==> src/hdl/radio_defs.svh <==
/*
 * Radio core setting addresses and readback selectors
 */

`ifndef RADIO_DEFS_SVH
`define RADIO_DEFS_SVH

////////////////////////////////////////////////////////////////////////////
// Settings bus addresses

`define SR_TEST        8'd21
`define SR_CODEC_IDLE  8'd22
`define SR_READBACK    8'd32

// Bit 0 run enable, bit 1 clears the sticky underflow flag
`define SR_TX_CTRL     8'd64

// A sample count written here starts an RX burst
`define SR_RX_CTRL     8'd96
`define SR_RX_SID      8'd97

// High word is held until the low word commits the full time
`define SR_TIME_HI     8'd128
`define SR_TIME_LO     8'd129

////////////////////////////////////////////////////////////////////////////
// Readback selectors

`define RB_TEST        3'd0
`define RB_TIME        3'd1
`define RB_LASTPPS     3'd2
`define RB_CODEC       3'd3
`define RB_STATUS      3'd4

`endif

==> src/hdl/radio_pkg.sv <==
/*
 * Radio core shared types
 * Stream beats, the settings bus and the two views of a control word
 */

package radio_pkg;

   // One beat of a 64-bit packet stream
   typedef struct packed {
      logic        last;
      logic [63:0] data;
   } stream_beat_t;

   // Settings bus, one write per strobe
   typedef struct packed {
      logic        stb;
      logic [7:0]  addr;
      logic [31:0] data;
   } set_bus_t;

   // Packet header view
   typedef struct packed {
      logic [11:0] seqnum;
      logic [19:0] length;
      logic [31:0] sid;
   } ctrl_hdr_t;

   // Settings command view
   typedef struct packed {
      logic [7:0]  addr;
      logic [23:0] pad;
      logic [31:0] data;
   } ctrl_cmd_t;

   typedef union packed {
      ctrl_hdr_t hdr;
      ctrl_cmd_t cmd;
   } ctrl_word_u;

endpackage

==> src/hdl/radio_ctrl_proc.sv <==
/*
 * Control packet processor
 * Takes a header and a command beat, strobes the settings bus and
 * answers with the echoed header and the readback word
 */

`timescale 1ns/1ns

module radio_ctrl_proc (
   input  logic                    radio_clk,
   input  logic                    i_reset,
   input  radio_pkg::stream_beat_t i_ctrl,
   input  logic                    i_ctrl_valid,
   output logic                    o_ctrl_ready,
   output radio_pkg::stream_beat_t o_resp,
   output logic                    o_resp_valid,
   input  logic                    i_resp_ready,
   output radio_pkg::set_bus_t     o_set,
   input  logic [63:0]             i_readback
);

   localparam logic [2:0] ST_HDR   = 3'd0;
   localparam logic [2:0] ST_CMD   = 3'd1;
   localparam logic [2:0] ST_SET   = 3'd2;
   localparam logic [2:0] ST_RESP0 = 3'd3;
   localparam logic [2:0] ST_RESP1 = 3'd4;

   logic [2:0]            state;
   logic                  ctrl_xfer;
   logic                  resp_xfer;
   radio_pkg::ctrl_word_u ctrl_w;
   radio_pkg::ctrl_word_u echo_w;
   logic [11:0]           seqnum_q;
   logic [31:0]           sid_q;
   logic                  set_stb;
   logic [7:0]            set_addr;
   logic [31:0]           set_data;
   logic                  resp_last;
   logic [63:0]           resp_data;

   assign ctrl_w       = i_ctrl.data;
   assign o_ctrl_ready = (state == ST_HDR) || (state == ST_CMD);
   assign ctrl_xfer    = i_ctrl_valid && o_ctrl_ready;
   assign resp_xfer    = o_resp_valid && i_resp_ready;
   assign o_set        = '{stb: set_stb, addr: set_addr, data: set_data};
   assign o_resp       = '{last: resp_last, data: resp_data};

   // Echoed header always reports a single response payload beat
   always_comb begin
      echo_w.hdr.seqnum = seqnum_q;
      echo_w.hdr.length = 20'd1;
      echo_w.hdr.sid    = sid_q;
   end

   always_ff @(posedge radio_clk) begin
      if (i_reset) begin
         state        <= ST_HDR;
         set_stb      <= 1'b0;
         o_resp_valid <= 1'b0;
      end else begin
         set_stb <= 1'b0;
         case (state)
            ST_HDR: if (ctrl_xfer) state <= ST_CMD;
            ST_CMD: begin
               if (ctrl_xfer) begin
                  state   <= ST_SET;
                  set_stb <= 1'b1;
               end
            end
            ST_SET: begin
               state        <= ST_RESP0;
               o_resp_valid <= 1'b1;
            end
            ST_RESP0: if (resp_xfer) state <= ST_RESP1;
            ST_RESP1: begin
               if (resp_xfer) begin
                  state        <= ST_HDR;
                  o_resp_valid <= 1'b0;
               end
            end
            default: state <= ST_HDR;
         endcase
      end
   end

   // Captured fields and response words
   always_ff @(posedge radio_clk) begin
      if (state == ST_HDR && ctrl_xfer) begin
         seqnum_q <= ctrl_w.hdr.seqnum;
         sid_q    <= ctrl_w.hdr.sid;
      end
      if (state == ST_CMD && ctrl_xfer) begin
         set_addr <= ctrl_w.cmd.addr;
         set_data <= ctrl_w.cmd.data;
      end
      if (state == ST_SET) begin
         resp_last <= 1'b0;
         resp_data <= echo_w;
      end
      // Readback taken as the second beat goes valid, after the write landed
      if (state == ST_RESP0 && resp_xfer) begin
         resp_last <= 1'b1;
         resp_data <= i_readback;
      end
   end

endmodule

==> src/hdl/timekeeper.sv <==
/*
 * Timekeeper
 * Free-running 64-bit radio time with a settable value and a PPS latch
 */

`timescale 1ns/1ns

`include "radio_defs.svh"

module timekeeper (
   input  logic                radio_clk,
   input  logic                i_reset,
   input  radio_pkg::set_bus_t i_set,
   input  logic                i_pps,
   output logic [63:0]         o_vita_time,
   output logic [63:0]         o_time_lastpps
);

   logic [31:0] time_hi;
   logic        pps_q;
   logic        pps_edge;
   logic        load_lo;

   assign pps_edge = i_pps && !pps_q;
   assign load_lo  = i_set.stb && (i_set.addr == `SR_TIME_LO);

   always_ff @(posedge radio_clk) begin
      if (i_reset) begin
         o_vita_time    <= 64'd0;
         o_time_lastpps <= 64'd0;
         time_hi        <= 32'd0;
         pps_q          <= 1'b0;
      end else begin
         pps_q <= i_pps;

         // Pending high word, committed with the low word
         if (i_set.stb && i_set.addr == `SR_TIME_HI)
            time_hi <= i_set.data;

         if (load_lo)
            o_vita_time <= {time_hi, i_set.data};
         else
            o_vita_time <= o_vita_time + 64'd1;

         if (pps_edge)
            o_time_lastpps <= o_vita_time;
      end
   end

endmodule

==> src/hdl/radio_settings.sv <==
/*
 * Radio settings registers
 * Test, codec idle and readback select registers with the readback mux
 */

`timescale 1ns/1ns

`include "radio_defs.svh"

module radio_settings (
   input  logic                radio_clk,
   input  logic                i_reset,
   input  radio_pkg::set_bus_t i_set,
   input  logic [63:0]         i_vita_time,
   input  logic [63:0]         i_time_lastpps,
   input  logic [31:0]         i_tx_word,
   input  logic [31:0]         i_rx_word,
   input  logic                i_tx_underflow,
   input  logic                i_rx_overflow,
   input  logic [11:0]         i_rx_seqnum,
   output logic [31:0]         o_tx_idle,
   output logic [63:0]         o_readback
);

   logic [31:0] test_reg;
   logic [2:0]  rb_sel;

   always_ff @(posedge radio_clk) begin
      if (i_reset) begin
         test_reg  <= 32'd0;
         o_tx_idle <= 32'd0;
         rb_sel    <= `RB_TEST;
      end else if (i_set.stb) begin
         case (i_set.addr)
            `SR_TEST:       test_reg  <= i_set.data;
            `SR_CODEC_IDLE: o_tx_idle <= i_set.data;
            `SR_READBACK:   rb_sel    <= i_set.data[2:0];
            default: ;
         endcase
      end
   end

   ////////////////////////////////////////////////////////////////////////////
   // Readback mux
   // Status word has rx overflow in bit 13, tx underflow in bit 12 and rx seqnum below

   always_comb begin
      case (rb_sel)
         `RB_TEST:    o_readback = {32'd0, test_reg};
         `RB_TIME:    o_readback = i_vita_time;
         `RB_LASTPPS: o_readback = i_time_lastpps;
         `RB_CODEC:   o_readback = {i_tx_word, i_rx_word};
         `RB_STATUS:  o_readback = {50'd0, i_rx_overflow, i_tx_underflow, i_rx_seqnum};
         default:     o_readback = 64'd0;
      endcase
   end

endmodule

==> src/hdl/tx_sample_path.sv <==
/*
 * TX sample path
 * Splits 64-bit beats into two DAC words while running, else the idle word
 */

`timescale 1ns/1ns

`include "radio_defs.svh"

module tx_sample_path (
   input  logic                    radio_clk,
   input  logic                    i_reset,
   input  radio_pkg::set_bus_t     i_set,
   input  radio_pkg::stream_beat_t i_tx,
   input  logic                    i_tx_valid,
   output logic                    o_tx_ready,
   input  logic [31:0]             i_tx_idle,
   output logic [31:0]             o_tx,
   output logic                    o_underflow
);

   logic        run;
   logic        held;
   logic        phase;
   logic [63:0] beat_q;
   logic        active;

   // Phase 0 shows the upper word, phase 1 the lower word
   assign active     = run && held;
   assign o_tx_ready = !held || (active && phase);
   assign o_tx       = active ? (phase ? beat_q[31:0] : beat_q[63:32]) : i_tx_idle;

   always_ff @(posedge radio_clk) begin
      if (i_reset) begin
         run         <= 1'b0;
         held        <= 1'b0;
         phase       <= 1'b0;
         o_underflow <= 1'b0;
      end else begin
         if (i_tx_valid && o_tx_ready) begin
            held  <= 1'b1;
            phase <= 1'b0;
         end else if (active) begin
            phase <= !phase;
            if (phase) held <= 1'b0;
         end

         if (i_set.stb && i_set.addr == `SR_TX_CTRL) begin
            run <= i_set.data[0];
            if (i_set.data[1]) o_underflow <= 1'b0;
         end else if (run && !held) begin
            o_underflow <= 1'b1;
         end
      end
   end

   // Only the data is kept since packet boundaries mean nothing to the DAC
   always_ff @(posedge radio_clk) begin
      if (i_tx_valid && o_tx_ready) beat_q <= i_tx.data;
   end

endmodule

==> src/hdl/rx_framer.sv <==
/*
 * RX framer
 * Captures a programmed burst of ADC words and sends it as a header beat
 * followed by data beats holding two words each
 */

`timescale 1ns/1ns

`include "radio_defs.svh"

module rx_framer (
   input  logic                    radio_clk,
   input  logic                    i_reset,
   input  radio_pkg::set_bus_t     i_set,
   input  logic [31:0]             i_rx,
   output radio_pkg::stream_beat_t o_rx,
   output logic                    o_rx_valid,
   input  logic                    i_rx_ready,
   output logic                    o_overflow,
   output logic [11:0]             o_seqnum
);

   logic                  start;
   logic [19:0]           start_pairs;
   logic                  running;
   logic                  half;
   logic [19:0]           pairs_left;
   logic [31:0]           sid_q;
   logic [31:0]           word_hi;
   logic                  slot_free;
   logic                  pair_done;
   logic                  beat_last;
   logic [63:0]           beat_data;
   radio_pkg::ctrl_word_u hdr_w;

   assign start       = i_set.stb && (i_set.addr == `SR_RX_CTRL);
   assign start_pairs = i_set.data[20:1];
   assign slot_free   = !o_rx_valid || i_rx_ready;
   assign pair_done   = running && half;
   assign o_rx        = '{last: beat_last, data: beat_data};

   always_comb begin
      hdr_w.hdr.seqnum = o_seqnum;
      hdr_w.hdr.length = start_pairs;
      hdr_w.hdr.sid    = sid_q;
   end

   ////////////////////////////////////////////////////////////////////////////
   // Burst control

   always_ff @(posedge radio_clk) begin
      if (i_reset) begin
         running    <= 1'b0;
         half       <= 1'b0;
         pairs_left <= 20'd0;
         sid_q      <= 32'd0;
         o_rx_valid <= 1'b0;
         o_overflow <= 1'b0;
         o_seqnum   <= 12'd0;
      end else begin
         if (i_set.stb && i_set.addr == `SR_RX_SID) sid_q <= i_set.data;
         if (o_rx_valid && i_rx_ready) o_rx_valid <= 1'b0;

         if (start) begin
            running    <= |start_pairs;
            half       <= 1'b0;
            pairs_left <= start_pairs;
            o_overflow <= 1'b0;
            o_rx_valid <= 1'b1;
            // Empty burst is a header only
            if (~|start_pairs) o_seqnum <= o_seqnum + 12'd1;
         end else if (running) begin
            half <= !half;
            if (half) begin
               pairs_left <= pairs_left - 20'd1;
               if (!slot_free) begin
                  // Truncate the burst at the beat that is still waiting
                  o_overflow <= 1'b1;
                  running    <= 1'b0;
                  o_seqnum   <= o_seqnum + 12'd1;
               end else begin
                  o_rx_valid <= 1'b1;
                  if (pairs_left == 20'd1) begin
                     running  <= 1'b0;
                     o_seqnum <= o_seqnum + 12'd1;
                  end
               end
            end
         end
      end
   end

   ////////////////////////////////////////////////////////////////////////////
   // Pair and output beat registers

   always_ff @(posedge radio_clk) begin
      if (running && !half) word_hi <= i_rx;

      if (start) begin
         beat_last <= ~|start_pairs;
         beat_data <= hdr_w;
      end else if (pair_done) begin
         if (slot_free) begin
            beat_last <= (pairs_left == 20'd1);
            beat_data <= {word_hi, i_rx};
         end else begin
            beat_last <= 1'b1;
         end
      end
   end

endmodule

==> src/hdl/radio_core.sv <==
/*
 * Radio core top level
 * Control processor, timekeeper, settings, TX path and RX framer on one clock
 */

`timescale 1ns/1ns

module radio_core (
   input  logic                    radio_clk,
   input  logic                    i_reset,
   input  logic [31:0]             i_rx,
   output logic [31:0]             o_tx,
   input  logic                    i_pps,
   input  radio_pkg::stream_beat_t i_ctrl,
   input  logic                    i_ctrl_valid,
   output logic                    o_ctrl_ready,
   output radio_pkg::stream_beat_t o_resp,
   output logic                    o_resp_valid,
   input  logic                    i_resp_ready,
   input  radio_pkg::stream_beat_t i_tx,
   input  logic                    i_tx_valid,
   output logic                    o_tx_ready,
   output radio_pkg::stream_beat_t o_rx,
   output logic                    o_rx_valid,
   input  logic                    i_rx_ready
);

   radio_pkg::set_bus_t set_bus;
   logic [63:0]         readback;
   logic [63:0]         vita_time;
   logic [63:0]         time_lastpps;
   logic [31:0]         tx_idle;
   logic                tx_underflow;
   logic                rx_overflow;
   logic [11:0]         rx_seqnum;

   radio_ctrl_proc u_ctrl_proc (
      .radio_clk(radio_clk), .i_reset(i_reset),
      .i_ctrl(i_ctrl), .i_ctrl_valid(i_ctrl_valid), .o_ctrl_ready(o_ctrl_ready),
      .o_resp(o_resp), .o_resp_valid(o_resp_valid), .i_resp_ready(i_resp_ready),
      .o_set(set_bus), .i_readback(readback));

   timekeeper u_timekeeper (
      .radio_clk(radio_clk), .i_reset(i_reset), .i_set(set_bus), .i_pps(i_pps),
      .o_vita_time(vita_time), .o_time_lastpps(time_lastpps));

   // Codec readback sees the live DAC and ADC words
   radio_settings u_settings (
      .radio_clk(radio_clk), .i_reset(i_reset), .i_set(set_bus),
      .i_vita_time(vita_time), .i_time_lastpps(time_lastpps),
      .i_tx_word(o_tx), .i_rx_word(i_rx),
      .i_tx_underflow(tx_underflow), .i_rx_overflow(rx_overflow),
      .i_rx_seqnum(rx_seqnum), .o_tx_idle(tx_idle), .o_readback(readback));

   tx_sample_path u_tx_path (
      .radio_clk(radio_clk), .i_reset(i_reset), .i_set(set_bus),
      .i_tx(i_tx), .i_tx_valid(i_tx_valid), .o_tx_ready(o_tx_ready),
      .i_tx_idle(tx_idle), .o_tx(o_tx), .o_underflow(tx_underflow));

   rx_framer u_rx_framer (
      .radio_clk(radio_clk), .i_reset(i_reset), .i_set(set_bus), .i_rx(i_rx),
      .o_rx(o_rx), .o_rx_valid(o_rx_valid), .i_rx_ready(i_rx_ready),
      .o_overflow(rx_overflow), .o_seqnum(rx_seqnum));

endmodule

==> config.mk <==
export PLATFORM = sky130hd
export DESIGN_NAME = radio_core
export DESIGN_NICKNAME = d
export VERILOG_FILES = /design/src/hdl/radio_pkg.sv /design/src/hdl/radio_ctrl_proc.sv /design/src/hdl/timekeeper.sv /design/src/hdl/radio_settings.sv /design/src/hdl/tx_sample_path.sv /design/src/hdl/rx_framer.sv /design/src/hdl/radio_core.sv
export VERILOG_INCLUDE_DIRS = /design/src /design/src/hdl
export SDC_FILE = /design/constraint.sdc
export NUM_CORES = 1
export LEC_CHECK = 0
export BUFFER_PORTS_ARGS = -buffer_cell sky130_fd_sc_hd__buf_2
export CAP_MARGIN = 20
export CORE_ASPECT_RATIO = 2
export CORE_MARGIN = 2
export CORE_UTILIZATION = 29
export CTS_CLUSTER_DIAMETER = 150
export DETAILED_ROUTE_END_ITERATION = 8
export PLACE_DENSITY = 0.5
export SKIP_CTS_REPAIR_TIMING = 1
export SKIP_LAST_GASP = 1
export SYNTH_ARGS = -nofsm -noshare
export SYNTH_HDL_FRONTEND = slang
export SYNTH_HIERARCHICAL = 1
export SYNTH_SLANG_ARGS = --single-unit
==> constraint.sdc <==
create_clock -name radio_clk -period 6.9 [get_ports radio_clk]
set_input_delay 0.69 -clock radio_clk [delete_from_list [all_inputs] [get_ports radio_clk]]
set_output_delay 0.69 -clock radio_clk [all_outputs]
set_load 0.05 [all_outputs]
Word-level counts from Yosys, hierarchy flattened

Cells that the tools add are included.

Bits of input ports: 169
Output and inout port bits: 166
Register bits: 615
Word-level logic and storage cells: 158

Muxes and demuxes: 45
Equality and inequality tests: 24
$add $sub $neg: 3
Reduce and logical (&&, ||, !) cells: 53
Bitwise operators: 2

Operators with widths:

| cell                    | number |
|---|---|
| $mux W64                | 6 |
| $pmux W64 S5            | 1 |
| $mux W12                | 6 |
| $add A64 B1 Y64 const B | 1 |
| $mux W32                | 2 |
| $mux W20                | 3 |
| $eq A8 B7 Y1 const B    | 3 |
| $mux W1                 | 21 |
| $eq A20 B1 Y1 const B   | 1 |
| $reduce_or A20 Y1       | 1 |
| $sub A20 B1 Y20 const B | 1 |
| $logic_and A1 B1 Y1     | 18 |
| $reduce_bool A2 Y1      | 9 |
| $eq A8 B5 Y1 const B    | 2 |
| $eq A8 B8 Y1 const B    | 2 |
| $reduce_and A2 Y1       | 8 |
| $pmux W3 S5             | 1 |
| $add A12 B1 Y12 const B | 1 |
| $eq A3 B2 Y1 const B    | 4 |
| $mux W3                 | 4 |
| $eq A8 B6 Y1 const B    | 1 |
| $ne A2 B1 Y1 const B    | 4 |
| $reduce_and A4 Y1       | 2 |
| $eq A3 B1 Y1 const B    | 2 |
| 10 further kinds        | 23 |

Longest topological paths before layout

Gate-level depths: netlist (run 1).

Depth after elaboration: 6
Mapped depth: 9
Gate-level depth less buffers: 7

Modules after synthesis

The synthesis (run 1) kept the hierarchy.

By module, submodules not included:

| module          | instances | cells each | seq. area each (um^2) | area each (um^2) |
|---|---|---|---|---|
| timekeeper      | 1         | 872        | 3223.1                | 6952.9 |
| rx_framer       | 1         | 667        | 4274.1                | 6697.7 |
| radio_ctrl_proc | 1         | 256        | 4564.4                | 5652.9 |
| radio_settings  | 1         | 487        | 1341.3                | 4797.1 |
| tx_sample_path  | 1         | 195        | 2001.9                | 2795.2 |

Worst setup path after synthesis (run 1)

Ideal clock, no wire load.

Path kind: input port to flip-flop
From: input port i_rx_ready
To: register u_rx_framer.beat_data[0] (enable)
Slack: 1.045 ns
Buffers on the path: 0
Setup time: 0.574 ns
Arrival time: 5.281 ns
Stages on the path: 2
Required time: 6.326 ns
Cells stage by stage: nor2b_1 > o21ai_0

Cells in the longest elaborated chain, start to end: 3

Ends and longest elaborated chain:

| element                             | RTL line         | RTL |
|---|---|---|
| start, declared                     | radio_core.sv:25 | `input logic i_rx_ready` |
| $logic_or A1 B1 Y1                  | rx_framer.sv:38  | `assign slot_free = !o_rx_valid \|\| i_rx_ready;` |
| $reduce_bool A2 Y1 (no source line) | -                |  |
| $reduce_and A2 Y1 (no source line)  | -                |  |
| end signal, assigned                | rx_framer.sv:101 | `beat_data <= hdr_w;` |
| end signal, assigned                | rx_framer.sv:105 | `beat_data <= {word_hi, i_rx};` |
| end, declared                       | rx_framer.sv:33  | `logic [63:0] beat_data;` |

Every way passes these cells.
A chain may end at the register's enable or synchronous reset.

Worst setup path in the final report (run 1)

From: register u_tx_path.run
To: output port o_tx[5]

Cells in the longest elaborated chain, start to end: 2

Ends and longest elaborated chain:

| element                | RTL line             | RTL |
|---|---|---|
| start, declared        | tx_sample_path.sv:22 | `logic run;` |
| start signal, assigned | tx_sample_path.sv:49 | `run <= i_set.data[0];` |
| $logic_and A1 B1 Y1    | tx_sample_path.sv:29 | `assign active = run && held;` |
| $mux W32               | tx_sample_path.sv:31 | `assign o_tx = active ? (phase ? beat_q[31:0] : beat_q[63:32]) : i_tx_idle;` |
| end, declared          | radio_core.sv:12     | `output logic [31:0] o_tx,` |

Every way passes these cells.

==> flow_summary.yaml, run 1 <==
status:
  status: "completed"
clock_network:
  htreeDepth: 2
  cts-buffers-inserted: 60
  clock_latency_ns: 0.64
  root_buffer: "clkbuf_16"
  cts_buffer_depth: 3
  tritoncts: "built"
  path_clk_slew_ns: 0.06
  clkSinkCount: 615
logic_synthesis:
  syn-num-nets: 2650
  yosysUniqueCellTypes: 74
  synth_seq_cells: 615
  async_flop_share_pct: 0
  syn_area_per_cell_um2: 10.86
  ys_warn_count: 6
  seq_area_frac_synth_pct: 57.28
  synth_top_flop_cell: "edfxtp_1"
  synth_edf_count: 309
  synth_area_um2: 26900
  netlist_instances: 2477
global_routing:
  gr-total-overflow: 0
  grt_usage_pct: 16.97
  grt_pass1_wl_um: 122600
  antenna_found_initial: 1
  grt_start_max_net_pins: 185
  first_global_vias: 18611
pwr:
  p_switching_mw: 1.741
  clkPwrFrac_pct: 44.9
  power_frac_comb_pct: 4.2
  powerDensity_nw_per_um2: 247.9
  switching_share_pct: 22.28
  p_int_mw: 6.073
  ir_worst_vdd_uv: 188.9
  power_mw: 7.814
  pwr-share-seq_pct: 50.9
  p_leak_nw: 11.36
worst_setup_path:
  critPathSlowestCell: "buf_4"
  cp_num_buf_inv: 2
  cp.required_ns: 6.21
  crit_chain: "and2_2 > buf_4 > nor2_1 > a21oi_1 > buf_2"
  start_kind: "flop"
  endpoint_kind: "output pin"
  crit_family: "buffers and inverters"
  cp_slowest_stage_delay_ns: 0.55
  crit_path_max_fanout: 65
  critPathKind: "reg2out"
  arrival_ns: 2.53
cells_and_area:
  final_cell_mix: "nand2_1, buf_2, edfxtp_1, dfxtp_1, nor2_1"
  drive_gt1_share_pct: 21.08
  final_util_pct: 34.15
  syn2layout_area_growth_pct: 17.21
  layout_commonest_cell: "nand2_1"
  instances_no_fill: 3966
  final_nets: 2886
  nFillCells: 9239
die:
  die_w_um: 219.3
  die_y_um: 434.7
  io_pins: 335
  rows: 158
  fp.dieArea_um2: 95340
  start_util_pct: 29.13
  core-area_um2: 92320
timing:
  rsz0062_at_grt: "no"
  maxClockFrequency_mhz: 310.6
  finalCritPeriodShare_pct: 46.66
  slew_violations: 0
  finClkSkew_ns: 0.01492
  worstMarginPinSlew_ns: 1.094
  setup_slack_ns: 3.681
  hold_viol: 0
  period_minus_slack_ns: 3.219
  fin_setup_tns_ns: 0
  report.final.setup_viol: 0
  maxSlewHeadroom_pct: 27.08
placed_design:
  gp_congestion: 0.8036
  place_ws_ns: 3.403
  placed_cells: 3850
  dp_hpwl_um: 55830
  place.port_buffers: 312
route:
  wire_per_inst_um: 20.67
  post-route-drc-count: 0
  dr.pass1.iters: 5
  avgViaCountPerCell: 4.894
  vias: 19410
  detail-route-antenna-nets: 0
  drt-total-wl_um: 81980
  first_iter_violations: 1528
job:
  drv_cap: 0
min_path:
  hold_class: "in2reg"
-- cells in the mapped netlist, types with 3 or more instances --
| cell | n | share of area (%) |
|---|---|---|
| o31ai_1 | 18 | 0.50 |
| a2bb2oi_1 | 16 | 0.52 |
| a22oi_1 | 32 | 0.89 |
| or3_2 | 3 | 0.084 |
| buf_6 | 9 | 0.38 |
| nor2_1 | 181 | 2.5 |
| or4_1 | 20 | 0.56 |
| nand4b_1 | 3 | 0.098 |
| a21oi_1 | 179 | 3.3 |
| nor4bb_1 | 3 | 0.11 |
| nor4_1 | 21 | 0.49 |
| buf_1 | 9 | 0.13 |
| buf_2 | 24 | 0.45 |
| inv_1 | 14 | 0.20 |
| or2_2 | 3 | 0.070 |
| xor2_1 | 31 | 1.0 |
| nor3b_1 | 4 | 0.11 |
| a311oi_1 | 24 | 0.78 |
| nand3b_1 | 4 | 0.11 |
| mux2i_1 | 128 | 4.8 |
| nor3_1 | 16 | 0.30 |
| nor2b_1 | 25 | 0.58 |
| mux2_4 | 40 | 2.2 |
| nand2_1 | 486 | 6.8 |
| and3_1 | 12 | 0.28 |
| and4_1 | 8 | 0.26 |
| edfxtp_1 | 309 | 34 |
| nand4_1 | 32 | 0.74 |
| nand3_1 | 34 | 0.63 |
| xnor2_1 | 29 | 0.94 |
| a211oi_1 | 51 | 1.4 |
| mux4_2 | 18 | 1.5 |
| o22ai_1 | 14 | 0.33 |
| ha_1 | 4 | 0.19 |
| and2_1 | 23 | 0.53 |
| buf_4 | 10 | 0.28 |
| mux2_2 | 35 | 1.5 |
| clkbuf_1 | 109 | 1.5 |
| o21ai_0 | 21 | 0.39 |
| nor4_4 | 3 | 0.24 |
| or3_1 | 16 | 0.37 |
| o211ai_1 | 3 | 0.084 |
| nand2b_1 | 101 | 2.3 |
| buf_12 | 6 | 0.45 |
| dfxtp_1 | 306 | 23 |
-- metrics by stage --
step,cell area [um2],hold WS (ns)
2_1_floorplan,26900,0.4315
3_3_place_gp,29410,0.4387
3_5_place_dp,29420,0.4467
4_1_cts,31520,0.1780
5_1_grt,31520,0.1919
6_report,31520,0.2224
-- per-layer routing --
layer / up-vias / share of wire, % / GRT usage (%)
met5: - / 0 / 0
met1: 9305 / 46 / 24.31
met2: 720 / 45 / 26.65
met3: 101 / 6.3 / 2.716
li1: 9284 / - / -
met4: 0 / 2.2 / 4.098
-- final cells by class --
class                           instances  area, um2  area share (%)
Timing Repair Buffer                  344       1822           5.779
Sequential cell                       615      15410           48.89
Tap cell                             1200       1501           4.763
Inverter                               14      52.55          0.1667
Clock buffer                           85       1739           5.517
Clock inverter                         29      357.8           1.135
Multi-Input combinational cell       1678      10640           33.74
Antenna cell                            1      2.502        0.007938
-- final timing paths --
| check | start | to | slack, ns | cells after the start |
|---|---|---|---|---|
| max | u_tx_path/run | o_tx[5] | 3.68 | 5 |
| min | i_tx[55] | u_tx_path/beat_q[55] | 0.22 | 1 |
| max reg2reg | u_timekeeper/o_vita_time[19] | u_timekeeper/o_vita_time[57] | 3.73 | 5 |
| min reg2reg | u_timekeeper/o_time_lastpps[13] | u_timekeeper/o_time_lastpps[13] | 0.45 | 2 |
-- logic make-up (layout without fill, tap and decap cells) --
family          count (synthesis)  after routing  share of synthesized area, %
simple gates                 1024           1024                         18.45
flops                         615            615                         57.28
compound gates                367            367                         8.597
mux                           223            223                         10.05
buf+inv                       184            472                         3.484
xor+xnor                       60             60                         1.954
fa+ha+maj                       4              4                        0.1861
other cells                     0              1                             0
-- power groups by stage --
stage               clock network, mW  logic (mW)  registers, mW
floorplan                           0       0.143           4.09
finish                           3.51       0.328           3.98
detailed placement                  0       0.333           4.06
global route                     3.74       0.355           3.98
CTS                              3.60       0.334           3.98
global placement                    0       0.331           4.06
No activity file was read; power rests on OpenSTA's default activity.
==> run 2, diff against run 1 <==
--- a/config.mk
+++ b/config.mk
@@ -6,6 +6,7 @@
 export SDC_FILE = /design/constraint.sdc
 export NUM_CORES = 1
 export LEC_CHECK = 0
+export ABC_AREA = 1
 export BUFFER_PORTS_ARGS = -buffer_cell sky130_fd_sc_hd__buf_2
 export CAP_MARGIN = 20
 export CORE_ASPECT_RATIO = 2
==> constraint.sdc (replaced) <==
create_clock -name radio_clk -period 3 [get_ports radio_clk]
set_input_delay 0.3 -clock radio_clk [delete_from_list [all_inputs] [get_ports radio_clk]]
set_output_delay 0.3 -clock radio_clk [all_outputs]
set_load 0.05 [all_outputs]
==> flow_summary.yaml, run 2 <==
logic_synthesis:
  yosysTopAreaCell: "edfxtp_1"
  yosys.area.top_type_share_pct: 33.34
  synth_top_flop_cell: "edfxtp_1"
  seq_area_frac_synth_pct: 55.35
  synth_commonest_cells: "nand2_1, nor2_1, inv_1, edfxtp_1, dfxtp_1"
  syn_area_per_cell_um2: 8.176
  ys_warn_count: 6
  synth.top_cells.by_area: "edfxtp_1, dfxtp_1, nand2_1, nor2_1, nand3_1"
  netlist_instances: 3404
  yosysUniqueCellTypes: 46
  syn-num-nets: 3577
  synth_area_um2: 27830
  synth_edf_count: 309
  synth_seq_cells: 615
  synth_most_common_cell: "nand2_1"
  async_flop_share_pct: 0
worst_setup_path:
  arrival_ns: 2.46
  crit_path_max_fanout: 32
  cp.required_ns: 2.70
  endpoint_kind: "output pin"
  critPathKind: "reg2out"
  start_kind: "flop"
pwr:
  clkPwrFrac_pct: 44.0
  power_frac_comb_pct: 6.3
  switching_share_pct: 24.30
  powerDensity_nw_per_um2: 540.3
  ir_worst_vdd_uv: 502.6
  p_int_mw: 14.07
  pwr-share-seq_pct: 49.8
  p_leak_nw: 13.93
  p_switching_mw: 4.514
die:
  start_util_pct: 29.27
  io_pins: 335
  core-area_um2: 95090
  rows: 160
  die_w_um: 223.1
  die_y_um: 442.1
  fp.dieArea_um2: 98610
clock_network:
  root_buffer: "clkbuf_16"
  clkSinkCount: 615
  path_clk_slew_ns: 0.06
  cts_buffer_depth: 3
  tritoncts: "built"
  clock_latency_ns: 0.68
  htreeDepth: 2
  cts-buffers-inserted: 61
global_routing:
  first_global_vias: 22766
  gr-total-overflow: 0
  grt_start_max_net_pins: 103
  grt_usage_pct: 20.88
  grt_pass1_wl_um: 152000
  antenna_found_initial: 1
cells_and_area:
  drive_gt1_share_pct: 15.08
  final_nets: 4013
  final_cell_mix: "nand2_1, nor2_1, inv_1, buf_2, edfxtp_1"
  layout_commonest_cell: "nand2_1"
  nFillCells: 9882
  fin_area_um2: 34390
  diodes: 0
  syn2layout_area_growth_pct: 23.57
timing:
  rsz0062_at_grt: "no"
  report.final.setup_viol: 0
  maxClockFrequency_mhz: 362.0
  hold_viol: 1
  maxSlewHeadroom_pct: 45.27
  fin_setup_tns_ns: 0
  fin_hold_ws_ns: -0.02056
  finalCritPeriodShare_pct: 92.09
  finClkSkew_ns: 0.02890
  slew_violations: 0
  period_minus_slack_ns: 2.763
  worstMarginPinSlew_ns: 0.8146
  setup_slack_ns: 0.2373
placed_design:
  place_ws_ns: 0.7116
  placed_area_um2: 30860
  dp_hpwl_um: 80010
  place.port_buffers: 312
  gp_congestion: 0.9318
route:
  avgViaCountPerCell: 4.723
  vias: 24121
  drt-total-wl_um: 106300
  first_iter_violations: 1644
  wire_per_inst_um: 20.82
  post-route-drc-count: 0
  dr.pass1.iters: 5
  detail-route-antenna-nets: 0
min_path:
  hold_class: "in2reg"
status:
  violations: "negative hold slack"
  status: "finished, violations left"
job:
  drv_cap: 0
==> run 2: cell count changes in the layout (fill, tap and decap cells not counted), moves of 40 or more <==
| cell | previous run | this run |
|---|---|---|
| nand2_1 | 486 | 972 |
| inv_1 | 14 | 341 |
| nand3_1 | 32 | 304 |
| nor2_1 | 181 | 412 |
| o21ai_0 | 20 | 231 |
| dlygate4sd3_1 | 0 | 142 |
| mux2i_1 | 128 | 0 |
| nand2b_1 | 100 | 0 |
| a211oi_1 | 51 | 0 |
| mux2_4 | 40 | 0 |
==> run 2: stage by stage <==
step	util [%]	total power, mW	std cells
after detailed placement	32.46	10.46	4850
after global routing	36.17	19.16	5107
after global placement	32.46	10.45	4850
after floorplan	-	9.943	3404
final	36.17	18.58	5107
after CTS	34.67	18.63	4965
==> run 2: power by group through the flow <==
stage	Combinational (mW)	Sequential [mW]	Clock [mW]
3_3_place_gp	1.02	9.43	0
3_5_place_dp	1.03	9.43	0
2_1_floorplan	0.394	9.55	0
5_1_grt	1.26	9.26	8.64
4_1_cts	1.03	9.25	8.35
6_report	1.16	9.25	8.17
==> run 2: final timing paths <==
path | from | endpoint | slack (ns) | cells past startpoint
setup / recovery | u_tx_path/held | o_tx[13] | 0.24 | 5
hold / removal | i_ctrl_valid | u_ctrl_proc/state[0] | -0.02 | 3
setup reg to reg | u_timekeeper/o_vita_time[1] | u_timekeeper/o_vita_time[60] | 0.64 | 10
hold reg to reg | u_rx_framer/sid_q[12] | u_rx_framer/sid_q[12] | 0.45 | 2
==> run 2: per-layer routing <==
| metal | part of all wire [%] | vias up | wire [um] | track usage (%) |
|---|---|---|---|---|
| met1 | 37 | 11344 | 39380 | 22.57 |
| li1 | - | 11872 | - | - |
| met2 | 54 | 731 | 57150 | 39.75 |
| met5 | 0.014 | - | 15 | 0 |
| met3 | 4.6 | 172 | 4932 | 2.921 |
| met4 | 4.6 | 2 | 4852 | 9.332 |
==> run 2: area by class of cell <==
type                    instances  area, um2  share of cell area (%)
inverters                     353       1331                   3.871
clock inverters                40      435.4                   1.266
well taps                    1215       1520                   4.420
repair buffers                535       3766                   10.95
flip-flops and latches        615      15400                   44.79
multi-input cells            2274      10260                   29.84
clock buffers                  75       1673                   4.864
==> run 2: worst max-delay path: stages (launching register included) <==
cell and delay (ns):
dfxtp_1 0.44, nand2_2 0.12, nor2_4 0.60, nand2_1 0.11, nand3_1 0.21, buf_2 0.30
==> run 2: cell families (layout without fill, tap and decap cells) <==
logic type | Yosys count | count (layout) | synth area share [%]
AND/OR/NAND/NOR | 1816 | 1816 | 27.58
flip-flops | 615 | 615 | 55.35
XOR/XNOR | 29 | 29 | 0.9126
buffers and inverters | 515 | 1003 | 8.047
adder cells (fa/ha/maj) | 4 | 4 | 0.1798
AO/OA/AOI/OAI | 425 | 425 | 7.935
==> run 3, diff against run 2 <==
--- a/config.mk
+++ b/config.mk
@@ -14,6 +14,7 @@
 export CORE_UTILIZATION = 29
 export CTS_CLUSTER_DIAMETER = 150
 export DETAILED_ROUTE_END_ITERATION = 8
+export MAX_ROUTING_LAYER = met4
 export PLACE_DENSITY = 0.5
 export SKIP_CTS_REPAIR_TIMING = 1
 export SKIP_LAST_GASP = 1
@@ -21,3 +22,4 @@
 export SYNTH_HDL_FRONTEND = slang
 export SYNTH_HIERARCHICAL = 1
 export SYNTH_SLANG_ARGS = --single-unit
+export TNS_END_PERCENT = 30
==> constraint.sdc (replaced) <==
create_clock -name radio_clk -period 3 [get_ports radio_clk]
set_input_delay 0.6 -clock radio_clk [delete_from_list [all_inputs] [get_ports radio_clk]]
set_output_delay 0.6 -clock radio_clk [all_outputs]
set_load 0.05 [all_outputs]
==> flow_summary.yaml, run 3 (synthesized netlist as in run 2, its figures left out) <==
route:
  dr.pass1.iters: 5
  wire_per_inst_um: 21.10
  vias: 23648
  drt-total-wl_um: 104800
  detail-route-antenna-nets: 0
  first_iter_violations: 1623
  avgViaCountPerCell: 4.761
  dr_wl_met3_um: 4291
  top_layer: "met4"
  post-route-drc-count: 0
  routed-wl-met2_um: 56340
  met1_length_um: 39180
clock_network:
  path_clk_slew_ns: 0.06
  cts-buffers-inserted: 60
  htreeDepth: 2
  root_buffer: "clkbuf_16"
  cts_buffer_depth: 3
  clock_latency_ns: 0.66
  tritoncts: "built"
  clkSinkCount: 615
global_routing:
  grt_usage_pct: 21.60
  gr-total-overflow: 0
  antenna_found_initial: 3
  first_global_vias: 23190
  grt_pass1_wl_um: 153400
  grt_start_max_net_pins: 103
pwr:
  powerDensity_nw_per_um2: 560.2
  ir_worst_vdd_uv: 508.9
  p_leak_nw: 13.36
cells_and_area:
  final_nets: 3872
  drive_gt1_share_pct: 15.54
  layout.area.seq_um2: 15400
  final_cell_mix: "nand2_1, nor2_1, inv_1, buf_2, edfxtp_1"
  layout_commonest_cell: "nand2_1"
  nFillCells: 10015
  syn2layout_area_growth_pct: 18.75
  multi_input_area_um2: 10270
  instances_no_fill: 4967
worst_setup_path:
  r2r_slack_ns: 0.66
  crit_top_cell: "nand3_1"
  crit_path_max_fanout: 34
  cp.required_ns: 2.40
  critPathKind: "reg2out"
  crit_chain: "nand2_2 > inv_4 > nand3_1 > nand3_1 > buf_2"
  endpoint_kind: "output pin"
  arrival_ns: 2.22
  critPathSlowestCell: "dfxtp_1"
  crit_family: "buffers and inverters"
  cp_slowest_stage_delay_ns: 0.43
  start_kind: "flop"
  cp_num_buf_inv: 2
timing:
  worstMarginPinSlew_ns: 0.8785
  period_minus_slack_ns: 2.824
  hold_viol: 0
  report.final.setup_viol: 0
  finalCritPeriodShare_pct: 94.13
  slew_violations: 0
  maxClockFrequency_mhz: 354.1
  setup_slack_ns: 0.1760
  finClkSkew_ns: 0.02550
  maxSlewHeadroom_pct: 41.37
  rsz0062_at_grt: "no"
die:
  fp.dieArea_um2: 98610
  core-area_um2: 95090
  start_util_pct: 29.27
  die_w_um: 223.1
  io_pins: 335
  die_y_um: 442.1
  rows: 160
placed_design:
  dp_hpwl_um: 80210
  place.port_buffers: 312
  gp_congestion: 0.9601
  place_ws_ns: 0.5996
  placed_cells: 4849
status:
  status: "completed"
min_path:
  hold_class: "in2reg"
job:
  drv_cap: 0
[run 3: metal layers]
layer  vias up  global-route usage (%)
met2       681                   40.14
met4         0                   9.439
met5         -                       -
li1      11596                       -
met3       190                   2.490
met1     11181                   22.80
[run 3: worst paths after layout]
path,depth (start not counted),to,start
worst max register to register,10,u_timekeeper/o_vita_time[60],u_timekeeper/o_vita_time[1]
worst max-delay path,5,o_tx[10],u_tx_path/held
worst min-delay path,1,u_ctrl_proc/seqnum_q[3],i_ctrl[55]
worst min register to register,2,u_rx_framer/sid_q[5],u_rx_framer/sid_q[5]
[run 3: cell type report]
type | count | area share, %
flip-flops and latches | 615 | 46.61
multi-input cells | 2275 | 31.08
repair buffers | 394 | 7.231
clock buffers | 71 | 4.918
well taps | 1215 | 4.600
inverters | 353 | 4.036
clock inverters | 43 | 1.514
diodes | 1 | 0.007572
[run 3: power breakdown]
group          switching [mW]  internal, mW
Sequential              0.143          9.10
Clock                    3.52          4.74
Combinational           0.750         0.271
Total                    4.41          14.1
[run 3: worst reg2reg max path, delay by kind of cell, from the launching register on]
family | cells | cell delay, ns
compound gates | 1 | 0.27
fa+ha+maj | 1 | 0.25
buf+inv | 1 | 0.04
flops | 1 | 0.40
simple gates | 7 | 1.27
[run 3: metrics by stage]
| stage | total power [mW] | hold WS [ns] | setup TNS [ns] | utilization, % | cell area, um2 |
|---|---|---|---|---|---|
| 2_1_floorplan | 9.946 | 0.4245 | -18.33 | - | 27840 |
| 3_3_place_gp | 10.46 | 0.4349 | 0 | 32.47 | 30880 |
| 3_5_place_dp | 10.46 | 0.4415 | 0 | 32.47 | 30880 |
| 4_1_cts | 18.72 | 0.07966 | -0.6192 | 34.71 | 33010 |
| 5_1_grt | 19.09 | 0.09206 | 0 | 34.76 | 33050 |
| 6_report | 18.51 | 0.1190 | 0 | 34.76 | 33050 |
